**src/rtl/cache_params.svh**
```systemverilog
// Size and timing constants shared by the cache subsystem.
// Addresses count 32-bit words, not bytes.
`ifndef CACHE_PARAMS_SVH
`define CACHE_PARAMS_SVH

// word address width and data word width.
`define CACHE_ADDR_W 16
`define CACHE_WORD_W 32

// a line holds four words, and the cache has sixteen lines.
`define CACHE_OFF_W 2
`define CACHE_IDX_W 4

// tag is whatever remains of the address above index and offset.
`define CACHE_TAG_W 10

`define CACHE_QUEUE_DEPTH 4

// cycles from a memory request strobe to its valid pulse, at least two.
`define CACHE_MEM_LAT 4

`endif

```
**src/rtl/cache_pkg.sv**
```systemverilog
// Types shared by the request queue, the cache controller and the backing memory.
`include "cache_params.svh"

package cache_pkg;

  typedef enum logic {
    OP_READ,
    OP_WRITE
  } req_op_e;

  typedef struct packed {
    req_op_e                 op;
    logic [`CACHE_ADDR_W-1:0] addr;
    logic [`CACHE_WORD_W-1:0] wdata;
  } cache_req_t;

  typedef struct packed {
    req_op_e                 op;
    logic                    hit;
    logic [`CACHE_WORD_W-1:0] rdata; // zero for writes.
  } cache_resp_t;

  typedef struct packed {
    req_op_e                 op;
    logic [`CACHE_ADDR_W-1:0] addr; // line-aligned for reads.
    logic [`CACHE_WORD_W-1:0] wdata;
  } mem_req_t;

  typedef logic [(1 << `CACHE_OFF_W)-1:0][`CACHE_WORD_W-1:0] line_t;

  typedef enum logic [2:0] {
    IDLE,
    LOOKUP,
    WRITE_MEM,
    FILL_REQ,
    FILL_WAIT,
    RESPOND
  } ctrl_state_e;

endpackage

```
**src/rtl/cache_ctrl.sv**
```systemverilog
// Direct-mapped cache controller, write-through with no write allocate.
// Serves one queued request at a time and fetches whole lines on read misses.
`timescale 1ns/1ps
`include "cache_params.svh"

module cache_ctrl
  import cache_pkg::*;
(
  input  logic        clk,
  input  logic        rst,
  input  logic        empty,
  input  cache_req_t  head,
  output logic        pop,
  output logic        done,
  output cache_resp_t resp,
  output logic        mem_strobe,
  output mem_req_t    mem_req,
  input  logic        mem_valid,
  input  line_t       mem_line
);

  localparam int NUM_LINES = 1 << `CACHE_IDX_W;

  ctrl_state_e state;
  ctrl_state_e state_nxt;

  cache_req_t               cur;
  logic [`CACHE_TAG_W-1:0]  cur_tag;
  logic [`CACHE_IDX_W-1:0]  cur_idx;
  logic [`CACHE_OFF_W-1:0]  cur_off;
  logic                     hit;
  logic                     hit_q;
  logic                     fill_done;

  logic [NUM_LINES-1:0]     valid_bits;
  logic [`CACHE_TAG_W-1:0]  tags  [NUM_LINES];
  line_t                    lines [NUM_LINES];

  assign cur_tag = cur.addr[`CACHE_ADDR_W-1 -: `CACHE_TAG_W];
  assign cur_idx = cur.addr[`CACHE_OFF_W +: `CACHE_IDX_W];
  assign cur_off = cur.addr[`CACHE_OFF_W-1:0];

  assign hit       = valid_bits[cur_idx] && (tags[cur_idx] == cur_tag);
  assign fill_done = (state == FILL_WAIT) && mem_valid && (cur.op == OP_READ);

  assign pop        = (state == IDLE) && !empty;
  assign done       = (state == RESPOND);
  assign mem_strobe = (state == FILL_REQ) || (state == WRITE_MEM);

  always_comb begin
    mem_req.op    = cur.op;
    mem_req.addr  = cur.addr;
    mem_req.wdata = cur.wdata;
    if (cur.op == OP_READ) begin
      mem_req.addr[`CACHE_OFF_W-1:0] = '0; // fills always fetch from the line start.
      mem_req.wdata                  = '0;
    end
  end

  // FILL_WAIT is the memory wait for both fills and forwarded writes.
  always_comb begin
    state_nxt = state;
    case (state)
      IDLE: begin
        if (!empty) begin
          state_nxt = LOOKUP;
        end
      end
      LOOKUP: begin
        if (cur.op == OP_WRITE) begin
          state_nxt = WRITE_MEM;
        end else if (hit) begin
          state_nxt = RESPOND;
        end else begin
          state_nxt = FILL_REQ;
        end
      end
      WRITE_MEM: state_nxt = FILL_WAIT;
      FILL_REQ:  state_nxt = FILL_WAIT;
      FILL_WAIT: begin
        if (mem_valid) begin
          state_nxt = RESPOND;
        end
      end
      RESPOND:   state_nxt = IDLE;
      default:   state_nxt = IDLE;
    endcase
  end

  always_ff @(posedge clk) begin
    if (rst) begin
      state      <= IDLE;
      valid_bits <= '0;
    end else begin
      state <= state_nxt;
      if (fill_done) begin
        valid_bits[cur_idx] <= 1'b1;
      end
    end
  end

  // resp only changes on the edge into RESPOND, so it holds between done pulses.
  always_ff @(posedge clk) begin
    if (pop) begin
      cur <= head;
    end

    if (state == LOOKUP) begin
      hit_q <= hit;
      if (cur.op == OP_READ && hit) begin
        resp.op    <= OP_READ;
        resp.hit   <= 1'b1;
        resp.rdata <= lines[cur_idx][cur_off];
      end
      if (cur.op == OP_WRITE && hit) begin
        lines[cur_idx][cur_off] <= cur.wdata; // memory gets the same word next cycle.
      end
    end

    if (state == FILL_WAIT && mem_valid) begin
      if (cur.op == OP_READ) begin
        lines[cur_idx] <= mem_line;
        tags[cur_idx]  <= cur_tag;
        resp.op        <= OP_READ;
        resp.hit       <= 1'b0;
        resp.rdata     <= mem_line[cur_off];
      end else begin
        resp.op    <= OP_WRITE;
        resp.hit   <= hit_q;
        resp.rdata <= '0;
      end
    end
  end

endmodule

```
**config.mk**
```make
export PLATFORM = sky130hd
export DESIGN_NAME = cache_ctrl
export DESIGN_NICKNAME = d
export VERILOG_FILES = /design/src/rtl/cache_pkg.sv /design/src/rtl/cache_ctrl.sv
export VERILOG_INCLUDE_DIRS = /design/src /design/src/rtl
export SDC_FILE = /design/constraint.sdc
export NUM_CORES = 2
export LEC_CHECK = 0
export BUFFER_PORTS_ARGS = -buffer_cell sky130_fd_sc_hd__buf_2
export CAP_MARGIN = 20
export CORE_ASPECT_RATIO = 1.2
export CORE_MARGIN = 10
export CORE_UTILIZATION = 60
export CTS_CLUSTER_DIAMETER = 50
export CTS_CLUSTER_SIZE = 8
export DETAILED_ROUTE_END_ITERATION = 10
export PLACE_DENSITY = 0.76
export SLEW_MARGIN = 20
export SYNTH_ARGS = -nofsm -noshare
export SYNTH_HDL_FRONTEND = slang
export SYNTH_SLANG_ARGS = --single-unit
export TNS_END_PERCENT = 50
```
**constraint.sdc**
```tcl
create_clock -name clk -period 20 [get_ports clk]
set_clock_uncertainty 0.05 [all_clocks]
set_input_delay 4 -clock clk [delete_from_list [all_inputs] [get_ports clk]]
set_output_delay 4 -clock clk [all_outputs]
set_load 0.01 [all_outputs]
```
# After elaboration in Yosys (flattened, before gate mapping)
# Memories as Yosys holds them, arrays and structs flattened. A register that Yosys moved wholly into a read port is not among the register bits.
# Index checks and enable logic that the tools add are counted.
dict set report word_totals {
  latch_bits 0
  ram_bits 2208
  in_bits 181
  rom_bits 0
  mem_count 2
  regBits 103
  elab_cells 325
}
# name words width read_ports rd_ports_with_merged_regs write_ports line_no
set memory_table {}
lappend memory_table {lines 16 128 1 1 1 cache_ctrl.sv:37} ;# line_t lines [NUM_LINES];
lappend memory_table {tags 16 10 1 1 1 cache_ctrl.sv:36} ;# logic [`CACHE_TAG_W-1:0] tags [NUM_LINES];
dict set report op_classes {
  mux 156
  n_lt_le_gt_ge 4
  n_shift 0
  multipliers 0
  addsub 0
  div_mod_pow 0
  reduce_logical 16
  bitwise_logic 130
  eq_ne 8
}
# cell count
set op_table {}
lappend op_table {{34-bit two-way mux} 5}
lappend op_table {{1-bit two-way mux} 135}
lappend op_table {{32-bit binary-select mux with 2-bit select} 2}
lappend op_table {{128-bit two-way mux} 1}
lappend op_table {{1-bit OR} 128}
lappend op_table {{32-bit two-way mux} 3}
lappend op_table {{32-bit demux with 2-bit select} 1}
lappend op_table {{16-bit OR} 1}
lappend op_table {{3-bit two-way mux} 4}
lappend op_table {{3-bit one-hot mux with 4 select lines} 1}
lappend op_table {{10-bit == test} 1}
lappend op_table {{1-bit logical AND} 8}
lappend op_table {{4-bit two-way mux} 2}
lappend op_table {{3-bit by 2-bit == test with 1-bit output (second input constant)} 2}
lappend op_table {{3-bit == test (second input constant)} 2}
lappend op_table {{4-bit by 5-bit < comparator with 1-bit output (second input constant)} 1}
lappend op_table {{1-bit binary-select mux with 4-bit select} 1}
lappend op_table {{1-bit demux with 4-bit select} 1}
lappend op_table {{4-bit by 1-bit greater-or-equal comparator with 1-bit output (second input constant)} 1}
lappend op_table {{2-bit inequality test (second input constant)} 2}
lappend op_table {{2-bit AND reduction} 2}
lappend op_table {{2-bit nonzero test} 2}
lappend op_table {{3-bit by 1-bit == test with 1-bit output (second input constant)} 1}
lappend op_table {{3-bit zero test} 1}
lappend op_table {{6 further kinds} 6}

# Depth between registers and ports, before layout
dict set report depth {
  word_depth 8
  ltp_mapped 11
  mapped_depth_nobuf 7
}

# Least setup slack after synthesis
# Ideal clock, no wire load.
dict set report synth_timing {
  path_kind {input to output}
  startpoint {in empty}
  endpoint {out pop}
  t_required_ns 15.950
  n_path_buf 0
  slack_ns 6.657
  cell_stages 1
  t_arrival_ns 9.293
  cell_sequence {nor4_1}
}
dict set report synth_via {
  elab_chain_cells 2
}
# item line_no
set synth_rtl {}
lappend synth_rtl {{start, declared} cache_ctrl.sv:11} ;# input logic empty,
lappend synth_rtl {{1-bit zero test} -}
lappend synth_rtl {{1-bit logical AND} cache_ctrl.sv:46} ;# assign pop = (state == IDLE) && !empty;
lappend synth_rtl {{end, declared} cache_ctrl.sv:13} ;# output logic pop,
# Every way passes these cells.

# Worst setup path after layout
# Same ends and word-level chain as after synthesis.

==> results.md <==
- Outcome: completed
- Gpl congestion: 0.9166
- Startpoint types: primary input
- Tcrit/Tclk final: 43.75%
- Register Area: 0.06930 mm²
- Overall Power: 11.68 mW
- Reg2Reg Depth: 10
- Die H: 445.0 µm
- Cells after Synth: 4,010
- CP arrival: 4700 ps
- Hold-critical path depth: 2
- Synth Area per Inst: 22.52 µm²
- Setup_tns: 0 ps
- CTS Sinks: 2,315
- Die width: 374.2 µm
- Placed Area: 0.09470 mm²
- Share of layout cells above drive strength 1: 34.00%
- Dominant synthesized flop cell: edfxtp_1
- Final Hold Fails: 0
- Buffer count from post-CTS setup fixing: 0
- Total Routed Length: 267.5 mm
- Number of remaining DRC errors: 0
- Syn_nets: 4,191
- Vias in the first global route: 49,771
- Yosys top cell by area: edfxtp_1
- Layout area overhead: 14.78%
- First DRT Iteration DRCs: 7,518
- HP Class: reg -> reg
- Top cell type's share of synthesized area: 76.21%
- Num CTS Buffers: 344
- Final HPWL DP: 142.5 mm
- Fill count: 8,570
- Clock period minus worst slack: 8750 ps
- Pre-CTS WS: 11,270 ps
- Final setup viols: 0
- Worst relative slew slack: 18.26%
- Nets: 4,666
- Yosys reg bits: 2,315
- Max Slew Vio Count: 0
- Initial antenna violation count: 15
- Gr usage total: 32.29%
- Vias per cell: 7.272
- PortBufs: 266
- Sequential fraction of the synthesis area: 76.72%
- Critical-path maximum fanout: 9
- Pwr dens: 112.7 mW/mm²
- Post-route setup slack: 11,250 ps
- Yosys cell types: 44
- Initial Util: 60.56%
- Clock slew at reported path FFs: 50 ps
- Post-DRT Antenna Nets: 0
- Slew @ Worst Pin: 1222 ps
- Grt total ovfl: 0
- Std cell rows: 155
- Final non-filler cell area: 0.1037 mm²
- LEAKAGE: 33.24 nW
- Largest net degree at the start of global routing: 148
- Hold slack final: 414.9 ps
- Post-cts sizing count: 0
- Multi-input gate area: 0.02076 mm²
- RSZ-0062 raised after global routing: no
- Longest Clk Path Bufs: 4
- Vias: 47,147
- Most instantiated cells after synthesis: edfxtp_1 (2,292), mux4_2 (709), nand2_1 (303)
- Core outline area: 0.1491 mm²
- CTS tree: yes
- Post-synth EDFFs: 2,292
- VDD IR-drop max: 0.1094 mV
- Post-DR wirelength/cell: 41.25 µm
- Async SR Flop Fraction: 0%
- Critical Path RT: 15,950 ps
- # IOs: 267
- First-pass GRT wire length: 374.2 mm
- FMAX: 114.3 MHz
- H-tree lvl count: 5
- Top-count cell post-synth: edfxtp_1
- Synthesized area: 0.09031 mm²
- Pre-Repair DR Iteration Count: 5
- Synth top area cells: edfxtp_1 (76%), mux4_2 (18%), nand2_1 (1.3%)
- YS warnings: 0
- Die area: 0.1665 mm²
- CP Class: in -> out
- MaxCap Viol Count: 0
- Hold Buf Count CTS: 0
- Clock latency on the worst-skew pair: 930 ps
- Worst setup EP type: output pin
- CTS root buf: clkbuf_16
[flip-flops by register name, indices dropped and copies added (netlist names), named ones only]
register,flops
valid_bits,16
resp,34
tags,160
cur,34
state,3
mem_req,15
hit_q,1
lines,2048
[critical path, stage by stage]
cell    delay [ps]
buf_2          110
nor4_2         200
buf_4          240
buf_2          150
[worst paths after layout]
check / startpoint / to / slack [ps]
hold / removal: valid_bits[11]$_SDFFE_PP0P_ / valid_bits[11]$_SDFFE_PP0P_ / 410
hold reg to reg: valid_bits[11]$_SDFFE_PP0P_ / valid_bits[11]$_SDFFE_PP0P_ / 410
setup / recovery: empty / pop / 11250
setup reg to reg: flip-flop / lines[4][107]$_DFFE_PP_ / 12940
[stage by stage]
stage,util (%),cells
floorplan,-,4010
global placement,63.48,6101
detailed placement,63.50,6101
CTS,69.49,6479
global route,69.50,6480
finish,69.50,6483
[layout by cell type (no fill, tap or decap), drive strengths merged, types with 35 or more instances in the layout]
| cell type | synthesis | final |
|---|---|---|
| mux2i | 96 | 96 |
| nand2 | 303 | 303 |
| buf | 104 | 365 |
| mux4 | 709 | 709 |
| o21ai | 38 | 38 |
| edfxtp | 2292 | 2292 |
| clkbuf | 132 | 362 |
| nor2 | 89 | 89 |
| and2 | 35 | 35 |
| a21oi | 99 | 99 |
[report_power, final]
group	internal [mW]	switching [mW]	total, mW
registers	5.45	0.0435	5.49
clock network	3.06	1.94	5.00
logic	0.482	0.709	1.19
total	8.99	2.69	11.7
[layout make-up]
| cell class | instances | share of cell area, % |
|---|---|---|
| sequential | 2315 | 66.85 |
| inverter | 8 | 0.02897 |
| clock inverter | 16 | 0.1545 |
| tap | 1962 | 2.368 |
| clock buffer | 362 | 8.471 |
| antenna | 4 | 0.009656 |
| multi-input combinational | 1451 | 20.03 |
| timing repair buffer | 365 | 2.089 |
[cells by family (layout without fill, tap and decap cells)]
family,after synthesis,in the layout,synth area share [%]
xor gates and xnor gates,9,9,0.08729
muxes,809,809,18.79
AOI/OAI and AO/OA,158,158,0.9504
and+or+nand+nor,475,475,2.282
buffers and inverters,244,751,1.165
other,0,4,0
DFF,2315,2315,76.72
[routing by layer]
metal,GRT usage (%),wire length (µm),vias to the layer above
li1,-,-,17631
met1,39.80,83390,24283
met2,50.45,126300,4303
met3,10.42,39220,914
met4,19.12,18460,16
met5,0,106,-
Note: power is estimated with default switching activity, not from simulation.
