==> config.mk <==
export PLATFORM = sky130hd
export DESIGN_NAME = req_queue
export DESIGN_NICKNAME = d
export VERILOG_FILES = /design/src/rtl/cache_pkg.sv /design/src/rtl/req_queue.sv
export VERILOG_INCLUDE_DIRS = /design/src /design/src/rtl
export SDC_FILE = /design/constraint.sdc
export NUM_CORES = 1
export LEC_CHECK = 0
export ABC_AREA = 1
export BUFFER_PORTS_ARGS = -buffer_cell sky130_fd_sc_hd__buf_2
export CAP_MARGIN = 15
export CORE_ASPECT_RATIO = 0.8
export CORE_UTILIZATION = 35
export DETAILED_ROUTE_END_ITERATION = 6
export SYNTH_ARGS = -nofsm -noshare
export SYNTH_HDL_FRONTEND = slang
export SYNTH_SLANG_ARGS = --single-unit
==> constraint.sdc <==
create_clock -name clk -period 5.93 [get_ports clk]
set_input_delay 0.2965 -clock clk [delete_from_list [all_inputs] [get_ports clk]]
set_output_delay 0.2965 -clock clk [all_outputs]
set_load 0.01 [all_outputs]
==> src/rtl/cache_params.svh <==
// Size and timing constants shared by the cache subsystem.
// Addresses count 32-bit words, not bytes.
`ifndef CACHE_PARAMS_SVH
`define CACHE_PARAMS_SVH

// word address width and data word width.
`define CACHE_ADDR_W 16
`define CACHE_WORD_W 32

// a line holds four words, and the cache has sixteen lines.
`define CACHE_OFF_W 2
`define CACHE_IDX_W 4

// tag is whatever remains of the address above index and offset.
`define CACHE_TAG_W 10

`define CACHE_QUEUE_DEPTH 4

// cycles from a memory request strobe to its valid pulse, at least two.
`define CACHE_MEM_LAT 4

`endif

==> src/rtl/cache_pkg.sv <==
// Types shared by the request queue, the cache controller and the backing memory.
`include "cache_params.svh"

package cache_pkg;

  typedef enum logic {
    OP_READ,
    OP_WRITE
  } req_op_e;

  typedef struct packed {
    req_op_e                 op;
    logic [`CACHE_ADDR_W-1:0] addr;
    logic [`CACHE_WORD_W-1:0] wdata;
  } cache_req_t;

  typedef struct packed {
    req_op_e                 op;
    logic                    hit;
    logic [`CACHE_WORD_W-1:0] rdata; // zero for writes.
  } cache_resp_t;

  typedef struct packed {
    req_op_e                 op;
    logic [`CACHE_ADDR_W-1:0] addr; // line-aligned for reads.
    logic [`CACHE_WORD_W-1:0] wdata;
  } mem_req_t;

  typedef logic [(1 << `CACHE_OFF_W)-1:0][`CACHE_WORD_W-1:0] line_t;

  typedef enum logic [2:0] {
    IDLE,
    LOOKUP,
    WRITE_MEM,
    FILL_REQ,
    FILL_WAIT,
    RESPOND
  } ctrl_state_e;

endpackage

==> src/rtl/req_queue.sv <==
// Request queue between the CPU port and the cache controller.
// Circular FIFO with the oldest entry shown on head.
`timescale 1ns/1ps
`include "cache_params.svh"

module req_queue
  import cache_pkg::*;
(
  input  logic       clk,
  input  logic       rst,
  input  logic       push,
  input  cache_req_t req,
  output logic       full,
  input  logic       pop,
  output cache_req_t head,
  output logic       empty
);

  localparam int DEPTH = `CACHE_QUEUE_DEPTH;
  localparam int PTR_W = (DEPTH > 1) ? $clog2(DEPTH) : 1;
  localparam int CNT_W = $clog2(DEPTH + 1);

  cache_req_t       entries [DEPTH];
  logic [PTR_W-1:0] wr_ptr;
  logic [PTR_W-1:0] rd_ptr;
  logic [CNT_W-1:0] count;
  logic             do_push;
  logic             do_pop;

  function automatic logic [PTR_W-1:0] next_ptr(input logic [PTR_W-1:0] ptr);
    logic [PTR_W-1:0] nxt;
    nxt = (ptr == PTR_W'(DEPTH - 1)) ? '0 : ptr + 1'b1; // wraps for any depth.
    return nxt;
  endfunction

  assign full    = (count == CNT_W'(DEPTH));
  assign empty   = (count == '0);
  assign do_push = push && !full; // a push into a full queue is dropped.
  assign do_pop  = pop && !empty;
  assign head    = entries[rd_ptr];

  always_ff @(posedge clk) begin
    if (rst) begin
      wr_ptr <= '0;
      rd_ptr <= '0;
      count  <= '0;
    end else begin
      if (do_push) begin
        wr_ptr <= next_ptr(wr_ptr);
      end
      if (do_pop) begin
        rd_ptr <= next_ptr(rd_ptr);
      end
      case ({do_push, do_pop})
        2'b10:   count <= count + 1'b1;
        2'b01:   count <= count - 1'b1;
        default: count <= count; // both or neither leave the level unchanged.
      endcase
    end
  end

  always_ff @(posedge clk) begin
    if (do_push) begin
      entries[wr_ptr] <= req;
    end
  end

endmodule

Yosys cells after proc, flatten, opt, wreduce, memory -nomap -nowiden:

Memory sizes are Yosys's and may differ from the RTL's. A register that Yosys moved wholly into a read port is not among the register bits.
Cells that the tools add are included.
W data, S select, Z words.

* add/sub/neg operators: 4
* multipliers: 0
* div/mod/pow operators: 0
* magnitude comparators: 0
* equal/unequal tests: 5
* shifts and indexed selects: 0
* muxes and demuxes: 7
* bitwise operators: 0
* reduce and logical (&&, ||, !) cells: 6

Operators by type and width (count)
* $mux W2: 4
* $eq A2 B2 Y1 const B: 3
* $pmux W3 S2: 1
* $add A2 B1 Y2 const B: 2
* $add A3 B1 Y3 const B: 1
* $eq A3 B3 Y1 const B: 1
* $logic_not A3 Y1: 1
* $sub A3 B1 Y3 const B: 1
* $eq A2 B1 Y1 const B: 1
* $logic_and A1 B1 Y1: 2
* $logic_not A1 Y1: 2
* $mux W1: 2
* $reduce_bool A2 Y1: 1

* register bits: 7
* bits in latches: 0
* bits in writable memories: 196
* bits in read-only memories: 0
* input bits: 53
* memories: 1

Memories
* entries: depth 4, width 49, rd ports 1, clocked after memory_dff 1, wr ports 1, line req_queue.sv:23 `cache_req_t entries [DEPTH];`

Depth between registers and ports, before layout:

Gate-level depths: netlist (run 1).

* word-level depth: 5
* mapped depth: 13

Worst setup path before layout (run 1):

OpenSTA, ideal clock, no wires.

* path kind: register to register
* start point: register count[1]
* end point: memory entries[0][0] (netlist name), enable pin
* arrival time: 2.695 ns
* data required time: 5.474 ns
* setup slack: 2.779 ns
* stages on the path, launching flop included: 5
* clock period less this slack: 3.151 ns
* cell sequence: dfxtp_1 -> nor2_1 -> nand2_1 -> nand2_1 -> nor2_1

* cells in the longest elaborated chain, start to end: 5

RTL lines
* start, declared: line req_queue.sv:26 `logic [CNT_W-1:0] count;`
* start signal, assigned: line req_queue.sv:55 `2'b10: count <= count + 1'b1;`
* start signal, assigned: line req_queue.sv:56 `2'b01: count <= count - 1'b1;`
* start signal, assigned: line req_queue.sv:57 `default: count <= count;`
* $eq A3 B3 Y1: line req_queue.sv:36 `assign full = (count == CNT_W'(DEPTH));`
* $logic_not A1 Y1: line req_queue.sv:38 `assign do_push = push && !full;`
* $logic_and A1 B1 Y1: line req_queue.sv:38
* $mux W1: line req_queue.sv:63 `if (do_push) begin`
* $mux W1 (implied by the code): line req_queue.sv:64 `entries[wr_ptr] <= req;`
* end, declared: line req_queue.sv:23

Every way passes these cells.

==> impl_metrics.json, run 1 <==
{
  "portBuffers": 103,
  "synth_edf_count": 196,
  "path_class": "reg2out",
  "core_um2": 21700,
  "fmax_ghz": 0.328,
  "synth_ff_type": "edfxtp_1",
  "cts_hold_buf": 0,
  "cts_buffers": 20,
  "die_area_um2": 22800,
  "end_kind": "primary output",
  "cts_buffer_depth": 3,
  "postCtsSetupRepairBufs": 0,
  "power_switching_mw": 1.27,
  "synthCells": 546,
  "clock_latency_ns": 0.49,
  "cp_data_arrival_time_ns": 2.75,
  "worstSetupStartpointType": "flip-flop",
  "grt_pass1_vias": 4708,
  "die_x_um": 169,
  "ir_drop_mv": 0.260,
  "hold_path.class": "in2reg",
  "start_util": 0.358,
  "drt-total-wl_um": 16700,
  "drc": 0,
  "fin_crit_ns": 3.05,
  "fin_util": 0.424,
  "p_int_mw": 2.84,
  "cts_tree": "built",
  "worst_hold_slack_ns": 0.0212,
  "via_count": 4699,
  "outcome": "finished clean",
  "pwr-share-seq": 0.458,
  "final_cell_mix": "edfxtp_1, nor2_1, buf_2",
  "powerDensity_nw_per_um2": 447,
  "switching_share": 0.309,
  "postSynth.asyncResetShare": 0,
  "track_usage": 0.147,
  "tns_ns": 0,
  "ant_nets": 0,
  "setup_viol": 0,
  "seq_area_frac_synth": 0.781,
  "root_buffer": "clkbuf_16",
  "gp_congestion": 0.748,
  "routedWlPerCell_um": 17.5,
  "fp-row-count": 48,
  "layout.nets": 704,
  "p_leak_nw": 3.24,
  "p_comb_frac": 0.235,
  "grt_overflow_total": 0,
  "p_total_mw": 4.11,
  "synth-seq-cells": 205,
  "htree_num_levels": 1,
  "grt_setup_unrepaired": "no",
  "final_max_slew_viol_count": 0,
  "tightest_slew_ns": 1.03,
  "critPathRequiredTime_ns": 5.63,
  "viasPerCell": 4.90,
  "grt_max_degree": 100,
  "dp_hpwl_um": 9200,
  "pwr-share-clk": 0.307,
  "yosysWarnings": 0,
  "path_clk_slew_ns": 0.06,
  "io_pins": 104,
  "fin_skew_ns": 0.00769,
  "area_growth_pct": 18.3,
  "avgSynthCellArea_um2": 14.2,
  "drive_gt1_frac": 0.219,
  "synth_area_um2": 7760,
  "grt_first_pass_wirelength_um": 25700,
  "syn-num-nets": 606,
  "cts_resized": 0,
  "first_iter_violations": 355,
  "antenna_found_initial": 2,
  "first_pass_iters": 5,
  "drv_cap": 0,
  "fill_cells": 1949,
  "hold_viol": 0,
  "final_common_cell": "edfxtp_1",
  "clock-sinks": 205,
  "crit_fanout": 50,
  "synth_cell_types": 21,
  "max_slew_margin": 0.316,
  "min_period_over_period": 0.514,
  "die_h_um": 135
}
## critical path, cell delays in order, from the launching register on
cell	delay, ns
dfxtp_2	0.99
inv_2	0.66
o21ai_0	0.25
o22ai_1	0.18
buf_2	0.18
## cell usage after synthesis, drive strengths merged (2+ instances only)
cell      n  share of area
nor2    112          0.054
o21ai   100          0.064
dfxtp     9          0.023
ha        6         0.0097
nand3b    2         0.0019
buf      21          0.020
a21oi     4         0.0026
o22ai    49          0.039
nand2    14         0.0068
clkbuf   10         0.0055
edfxtp  196           0.76
inv      20          0.010
## per-stage QoR
step | worst slack (ns) | cell area, µm² | instances
after detailed placement | 3.29 | 8520 | 922
after global routing | 2.62 | 9180 | 958
after global placement | 3.31 | 8520 | 922
after floorplan | 2.78 | 7760 | 546
final | 2.88 | 9190 | 959
after CTS | 2.76 | 9180 | 958
## final timing paths
| check | slack (ns) | depth (start not counted) | start | end |
|---|---|---|---|---|
| max reg2reg | 3.83 | 12 | count[1] | count[2] |
| min reg2reg | 0.54 | 2 | rd_ptr[1] | flip-flop |
| min | 0.02 | 1 | req[7] | entries[2][7] |
| max | 2.88 | 4 | flip-flop | head[0] |
## registers in the layout (all words and copies together), names as in the netlist, named ones only
name     flops
count        3
entries    196
rd_ptr       2
wr_ptr       2
## per-layer routing
layer,share of wire,GRT usage,vias up
met5,0.00054,0,-
met4,0.014,0.0288,2
met3,0.069,0.0351,27
met2,0.46,0.243,165
met1,0.46,0.200,2285
li1,-,-,2220
## area by class of cell
class                           instances  area (µm²)  area share
Tap cell                              300         375      0.0409
Inverter                               20        80.1     0.00872
Sequential cell                       205        6070       0.661
Clock inverter                          9        91.3     0.00994
Clock buffer                           27         568      0.0618
Timing Repair Buffer                  107         546      0.0594
Multi-Input combinational cell        290        1450       0.158
Antenna cell                            1        2.50    0.000272
## power groups by stage
stage / Clock [mW] / Combinational [mW] / Sequential, mW
after global placement: 0 / 0.962 / 1.91
after detailed placement: 0 / 0.985 / 1.91
after global routing: 1.34 / 1.08 / 1.90
after floorplan: 0 / 0.686 / 1.81
final: 1.26 / 0.966 / 1.88
after CTS: 1.29 / 0.987 / 1.88
## kinds of logic (layout without fill, tap and decap cells)
kind of cell             Yosys count  after routing  share of synthesized area
flip-flops                       205            205                      0.781
other                              0              1                          0
buffers and inverters             51            163                     0.0356
AND/OR/NAND/NOR                  130            130                     0.0643
AO/OA/AOI/OAI                    153            153                      0.107
adder cells (fa/ha/maj)            7              7                     0.0122
Note: power is estimated with default switching activity, not from simulation.
==> inputs of run 2 (changes only) <==
--- a/config.mk
+++ b/config.mk
@@ -6,7 +6,7 @@
 export SDC_FILE = /design/constraint.sdc
 export NUM_CORES = 1
 export LEC_CHECK = 0
-export ABC_AREA = 1
+export ABC_AREA = 0
 export BUFFER_PORTS_ARGS = -buffer_cell sky130_fd_sc_hd__buf_2
 export CAP_MARGIN = 15
 export CORE_ASPECT_RATIO = 0.8
==> constraint.sdc (replaced) <==
create_clock -name clk -period 2.7 [get_ports clk]
set_input_delay 0.135 -clock clk [delete_from_list [all_inputs] [get_ports clk]]
set_output_delay 0.135 -clock clk [all_outputs]
set_load 0.01 [all_outputs]
==> run 2 against run 1 <==
The run now ends with DRC left. Final area increased by 5.0%. Sequential share of layout area down 3.2 points. Power up 110%. Non-clock buffer count is 57 higher. Critical path depth up 5. Critical path type is now reg2reg. Cell count decreased by 20%. Clock power up 120%. Critical endpoint is now count[2]. Worst setup slack lost 2.6 ns. Worst hold slack gained 0.058 ns.
==> impl_metrics.json, run 2 <==
{
  "instances_no_fill": 764,
  "antenna_cells": 0,
  "crit_path_top_delay_cell": "or3_2",
  "synth.most_common_cell": "edfxtp_1",
  "grt_overflow_total": 0,
  "busiest_layer": "met2",
  "cp_top_family": "simple AND/OR/NAND/NOR gates",
  "fp-row-count": 47,
  "end_kind": "flip-flop",
  "ant_nets": 0,
  "ir_drop_mv": 0.566,
  "syn-num-nets": 370,
  "fin_skew_ns": 0.0190,
  "clock_latency_ns": 0.49,
  "via_count": 3677,
  "final_max_slew_viol_count": 0,
  "synth_cell_types": 27,
  "clock-sinks": 205,
  "die_x_um": 166,
  "grtUsageMet1": 0.184,
  "drt-total-wl_um": 14300,
  "synth_edf_count": 196,
  "worst_r2r_endpoint": "count[2]",
  "yosys-top-cells-area": "edfxtp_1, mux4_2, dfxtp_1",
  "r2r-start": "count[2]",
  "cp_data_arrival_time_ns": 2.87,
  "violations": "DRC",
  "crit_chain": "or3b_1 > and2_4 > inv_1 > ha_1 > inv_1 > fa_1 > xor2_1 > or3_2 > a21oi_1",
  "cts_tree": "built",
  "grt_max_degree": 28,
  "p_leak_nw": 3.30,
  "seq_area_frac_synth": 0.802,
  "largest_register": "entries",
  "powerDensity_nw_per_um2": 883,
  "cts_buffers": 21,
  "postSynth.asyncResetShare": 0,
  "drc": 9,
  "slowest_delay_ns": 0.42,
  "critPathRequiredTime_ns": 3.12,
  "gp_congestion": 0.698,
  "final_cell_mix": "edfxtp_1, buf_2, dlygate4sd3_1",
  "synth_area_um2": 7570,
  "path_class": "reg2reg",
  "drive_gt1_frac": 0.400,
  "gr-usage-met3": 0.0318,
  "synth-seq-cells": 205,
  "fmax_ghz": 0.408,
  "fin_crit_ns": 2.45,
  "layout.nets": 544,
  "path_clk_slew_ns": 0.06,
  "yosysWarnings": 0,
  "cts_resized": 0,
  "reg2reg_depth": 9,
  "avgSynthCellArea_um2": 24.4,
  "grt_first_pass_wirelength_um": 22600,
  "area_growth_pct": 27.5,
  "hold_start": "pop",
  "cts_buffer_depth": 3,
  "io_pins": 104,
  "yosysTopAreaCell": "edfxtp_1",
  "rrSetupSlack_ns": 0.25,
  "portBuffers": 103,
  "htree_num_levels": 1,
  "hold_path.class": "in2reg",
  "worst_hold_slack_ns": 0.0797,
  "hold_viol": 0,
  "crit_top_cell": "inv_1",
  "use_met2": 0.211,
  "first_pass_iters": 6,
  "start_util": 0.361,
  "tns_ns": 0,
  "grt_setup_unrepaired": "no",
  "root_buffer": "clkbuf_16",
  "routedWlPerCell_um": 18.8,
  "place_area_um2": 8460,
  "design_area_um2": 9650,
  "drv_cap": 0,
  "outcome": "finished with violations",
  "dp.cells": 678,
  "track_usage": 0.134,
  "largest_reg_flops": 196,
  "min_period_over_period": 0.909,
  "tightest_slew_ns": 0.701,
  "final_common_cell": "edfxtp_1",
  "synthCells": 310,
  "worstSetupStartpointType": "flip-flop",
  "first_iter_violations": 275,
  "max_slew_margin": 0.533,
  "crit_buf_inv": 2,
  "antenna_found_initial": 0,
  "synth_ff_type": "edfxtp_1",
  "hold_depth": 4,
  "viasPerCell": 4.81,
  "die_h_um": 134,
  "reg_top3": "entries: 196 flops, count: 3 flops",
  "die_area_um2": 22200,
  "crit_fanout": 5,
  "dp_hpwl_um": 8540,
  "setup_viol": 0,
  "synth_top_area_share": 0.778,
  "synthTopCellsByCount": "edfxtp_1, mux4_2, dfxtp_1",
  "grt_pass1_vias": 4001,
  "core_um2": 20900
}
==> run 2: per-layer routing <==
layer,wire length [µm],vias to the layer above
met1,6700,1903
met3,703,27
met4,367,0
li1,-,1649
met2,6570,98
met5,0,-
==> run 2: worst max-delay path by stage <==
stage	startpoint	to	slack [ns]	cells past startpoint
after floorplan	count[2]	count[2]	0.35	10
after global placement	count[2]	count[2]	0.41	9
after detailed placement	count[2]	count[2]	0.30	9
after CTS	count[2]	count[2]	0.27	9
after global routing	count[2]	count[2]	0.11	9
final	count[2]	count[2]	0.25	9
==> run 2: where the power goes <==
group | total, mW | switching (mW) | internal (mW)
sequential | 3.99 | 0.165 | 3.82
combinational | 1.72 | 0.853 | 0.863
clock | 2.82 | 1.12 | 1.70
total | 8.52 | 2.14 | 6.38
==> run 2: final cells by class <==
class / instances / area [µm²]
clock buffers: 23 / 533
well taps: 269 / 337
multi-input cells: 84 / 1380
clock inverters: 11 / 130
fillers: 1767 / 11300
flip-flops and latches: 205 / 6070
repair buffers: 164 / 1170
inverters: 8 / 30.0
==> run 2: timing repair <==
action                     CTS  global route
setup endpoints to repair    0             0
hold buffers                52             0
hold endpoints to repair   205             0
setup buffers                0             0
==> run 2: cells by family after synthesis <==
| logic type | synth area share |
|---|---|
| AO/OA/AOI/OAI | 0.00694 |
| AND/OR/NAND/NOR | 0.0132 |
| multiplexers | 0.147 |
| adder cells (fa/ha/maj) | 0.0126 |
| buffers and inverters | 0.0162 |
| flip-flops | 0.802 |
| XOR/XNOR | 0.00232 |
==> run 2: worst register-to-register path, stage by stage, from the launching register on <==
cell     delay [ns]
dfxtp_1        0.39
or3b_1         0.39
and2_4         0.18
inv_1          0.05
ha_1           0.18
inv_1          0.07
fa_1           0.38
xor2_1         0.17
or3_2          0.42
a21oi_1        0.15
==> run 2: metrics by stage <==
step	power (mW)	worst slack, ns	util
3_3_place_gp	5.69	0.405	0.404
5_1_grt	8.91	0.112	0.461
4_1_cts	8.63	0.266	0.461
3_5_place_dp	5.75	0.298	0.404
2_1_floorplan	5.09	0.350	-
6_report	8.52	0.247	0.461
==> inputs of run 3 (changes only) <==
--- a/config.mk
+++ b/config.mk
@@ -12,6 +12,7 @@
 export CORE_ASPECT_RATIO = 0.8
 export CORE_UTILIZATION = 35
 export DETAILED_ROUTE_END_ITERATION = 6
+export MAX_ROUTING_LAYER = met4
 export SYNTH_ARGS = -nofsm -noshare
 export SYNTH_HDL_FRONTEND = slang
 export SYNTH_SLANG_ARGS = --single-unit
==> run 3 against run 2 <==
The flow still finishes with violations (DRC). Power about the same. Wire length rose by 0.17%. Clock power barely moved. Flip-flop and latch count unchanged. Non-clock buffer count unchanged. Register-to-register slack barely moved. Die area is the same. Largest cell class unchanged. Largest power group unchanged.
==> impl_metrics.json, run 3 (synthesized netlist as in run 2, its figures left out) <==
{
  "drive_gt1_frac": 0.400,
  "io_pins": 104,
  "clock-sinks": 205,
  "cts_buffer_depth": 3,
  "fmax_ghz": 0.408,
  "gp_congestion": 0.706,
  "min_period_over_period": 0.909,
  "powerDensity_nw_per_um2": 883,
  "worstSetupStartpointType": "flip-flop",
  "die_x_um": 166,
  "max_slew_margin": 0.529,
  "rrSetupSlack_ns": 0.25,
  "path_clk_slew_ns": 0.06,
  "dp.cells": 678,
  "root_buffer": "clkbuf_16",
  "hold_depth": 4,
  "fin_crit_ns": 2.45,
  "drt-total-wl_um": 14400,
  "grt_setup_unrepaired": "no",
  "ant_nets": 0,
  "grt_overflow_total": 0,
  "critPathRequiredTime_ns": 3.12,
  "path_class": "reg2reg",
  "design_area_um2": 9650,
  "via_count": 3683,
  "viasPerCell": 4.82,
  "hold_start": "pop",
  "cts_tree": "built",
  "die_h_um": 134,
  "grt_pass1_vias": 4004,
  "drc": 9,
  "clock_latency_ns": 0.49,
  "setup_viol": 0,
  "track_usage": 0.138,
  "place_area_um2": 8460,
  "final_cell_mix": "edfxtp_1, buf_2, dlygate4sd3_1",
  "core_um2": 20900,
  "start_util": 0.361,
  "fin_util": 0.461,
  "fp-row-count": 47,
  "reg_top3": "entries: 196 flops, count: 3 flops",
  "die_area_um2": 22200,
  "reg2reg_depth": 9,
  "final_common_cell": "edfxtp_1",
  "first_iter_violations": 264,
  "hold_viol": 0,
  "layout.nets": 544,
  "area_growth_pct": 27.5,
  "ir_drop_mv": 0.566,
  "antenna_found_initial": 0,
  "dp_hpwl_um": 8540,
  "p_total_mw": 8.52,
  "cts_buffers": 21,
  "crit_fanout": 5,
  "outcome": "finished with violations",
  "htree_num_levels": 1,
  "cp_data_arrival_time_ns": 2.87,
  "p_leak_nw": 3.30,
  "hold_path.class": "in2reg",
  "routedWlPerCell_um": 18.8,
  "pre_cts_ws_ns": 0.298,
  "fin_skew_ns": 0.0173,
  "portBuffers": 103,
  "worst_hold_slack_ns": 0.0789,
  "largest_reg_flops": 196,
  "grt_max_degree": 28,
  "first_pass_iters": 6,
  "tns_ns": 0,
  "end_kind": "flip-flop",
  "worst_r2r_endpoint": "count[2]",
  "postCtsSetupRepairBufs": 0,
  "tightest_slew_ns": 0.707,
  "largest_register": "entries",
  "instances_no_fill": 764,
  "grt_first_pass_wirelength_um": 22600,
  "r2r-start": "count[2]",
  "drv_cap": 0,
  "antenna_cells": 0,
  "final_max_slew_viol_count": 0,
  "setup_ws_ns": 0.247,
  "violations": "DRC"
}
-- run 3: area by class of cell --
cell class,count,area [µm²]
tap,269,337
multi-input combinational,84,1380
clock buffer,23,533
fill,1767,11300
sequential,205,6070
inverter,8,30.0
timing repair buffer,164,1170
clock inverter,11,130
-- run 3: power breakdown --
| part | leakage, nW | internal [mW] | total, mW | switching, mW |
|---|---|---|---|---|
| registers | 1.87 | 3.82 | 3.99 | 0.165 |
| logic | 1.11 | 0.863 | 1.72 | 0.853 |
| clock network | 0.318 | 1.70 | 2.82 | 1.12 |
| total | 3.30 | 6.38 | 8.52 | 2.14 |
-- run 3: how the worst max path moves through the flow --
stage / start / to / slack [ns] / cells past startpoint
finish: count[2] / count[2] / 0.25 / 9
global route: count[2] / count[2] / 0.11 / 9
CTS: count[2] / count[2] / 0.27 / 9
detailed placement: count[2] / count[2] / 0.30 / 9
global placement: count[2] / count[2] / 0.41 / 9
floorplan: count[2] / count[2] / 0.35 / 10
-- run 3: layer usage --
layer	vias up	global-route usage	part of all wire
met3	30	0.0303	0.047
met5	-	-	0
met2	99	0.211	0.46
li1	1647	-	-
met4	0	0.0406	0.023
met1	1907	0.185	0.47
-- run 3: repair_timing --
action / CTS / global route
hold endpoints to repair: 205 / 0
hold buffers: 52 / 0
gates resized for setup: 0 / 0
-- run 3: worst max-delay path, cell delays in order (launching register included) --
cell and delay, ns:
dfxtp_1 0.39, or3b_1 0.39, and2_4 0.18, inv_1 0.05
ha_1 0.18, inv_1 0.07, fa_1 0.38, xor2_1 0.17
or3_2 0.42, a21oi_1 0.15
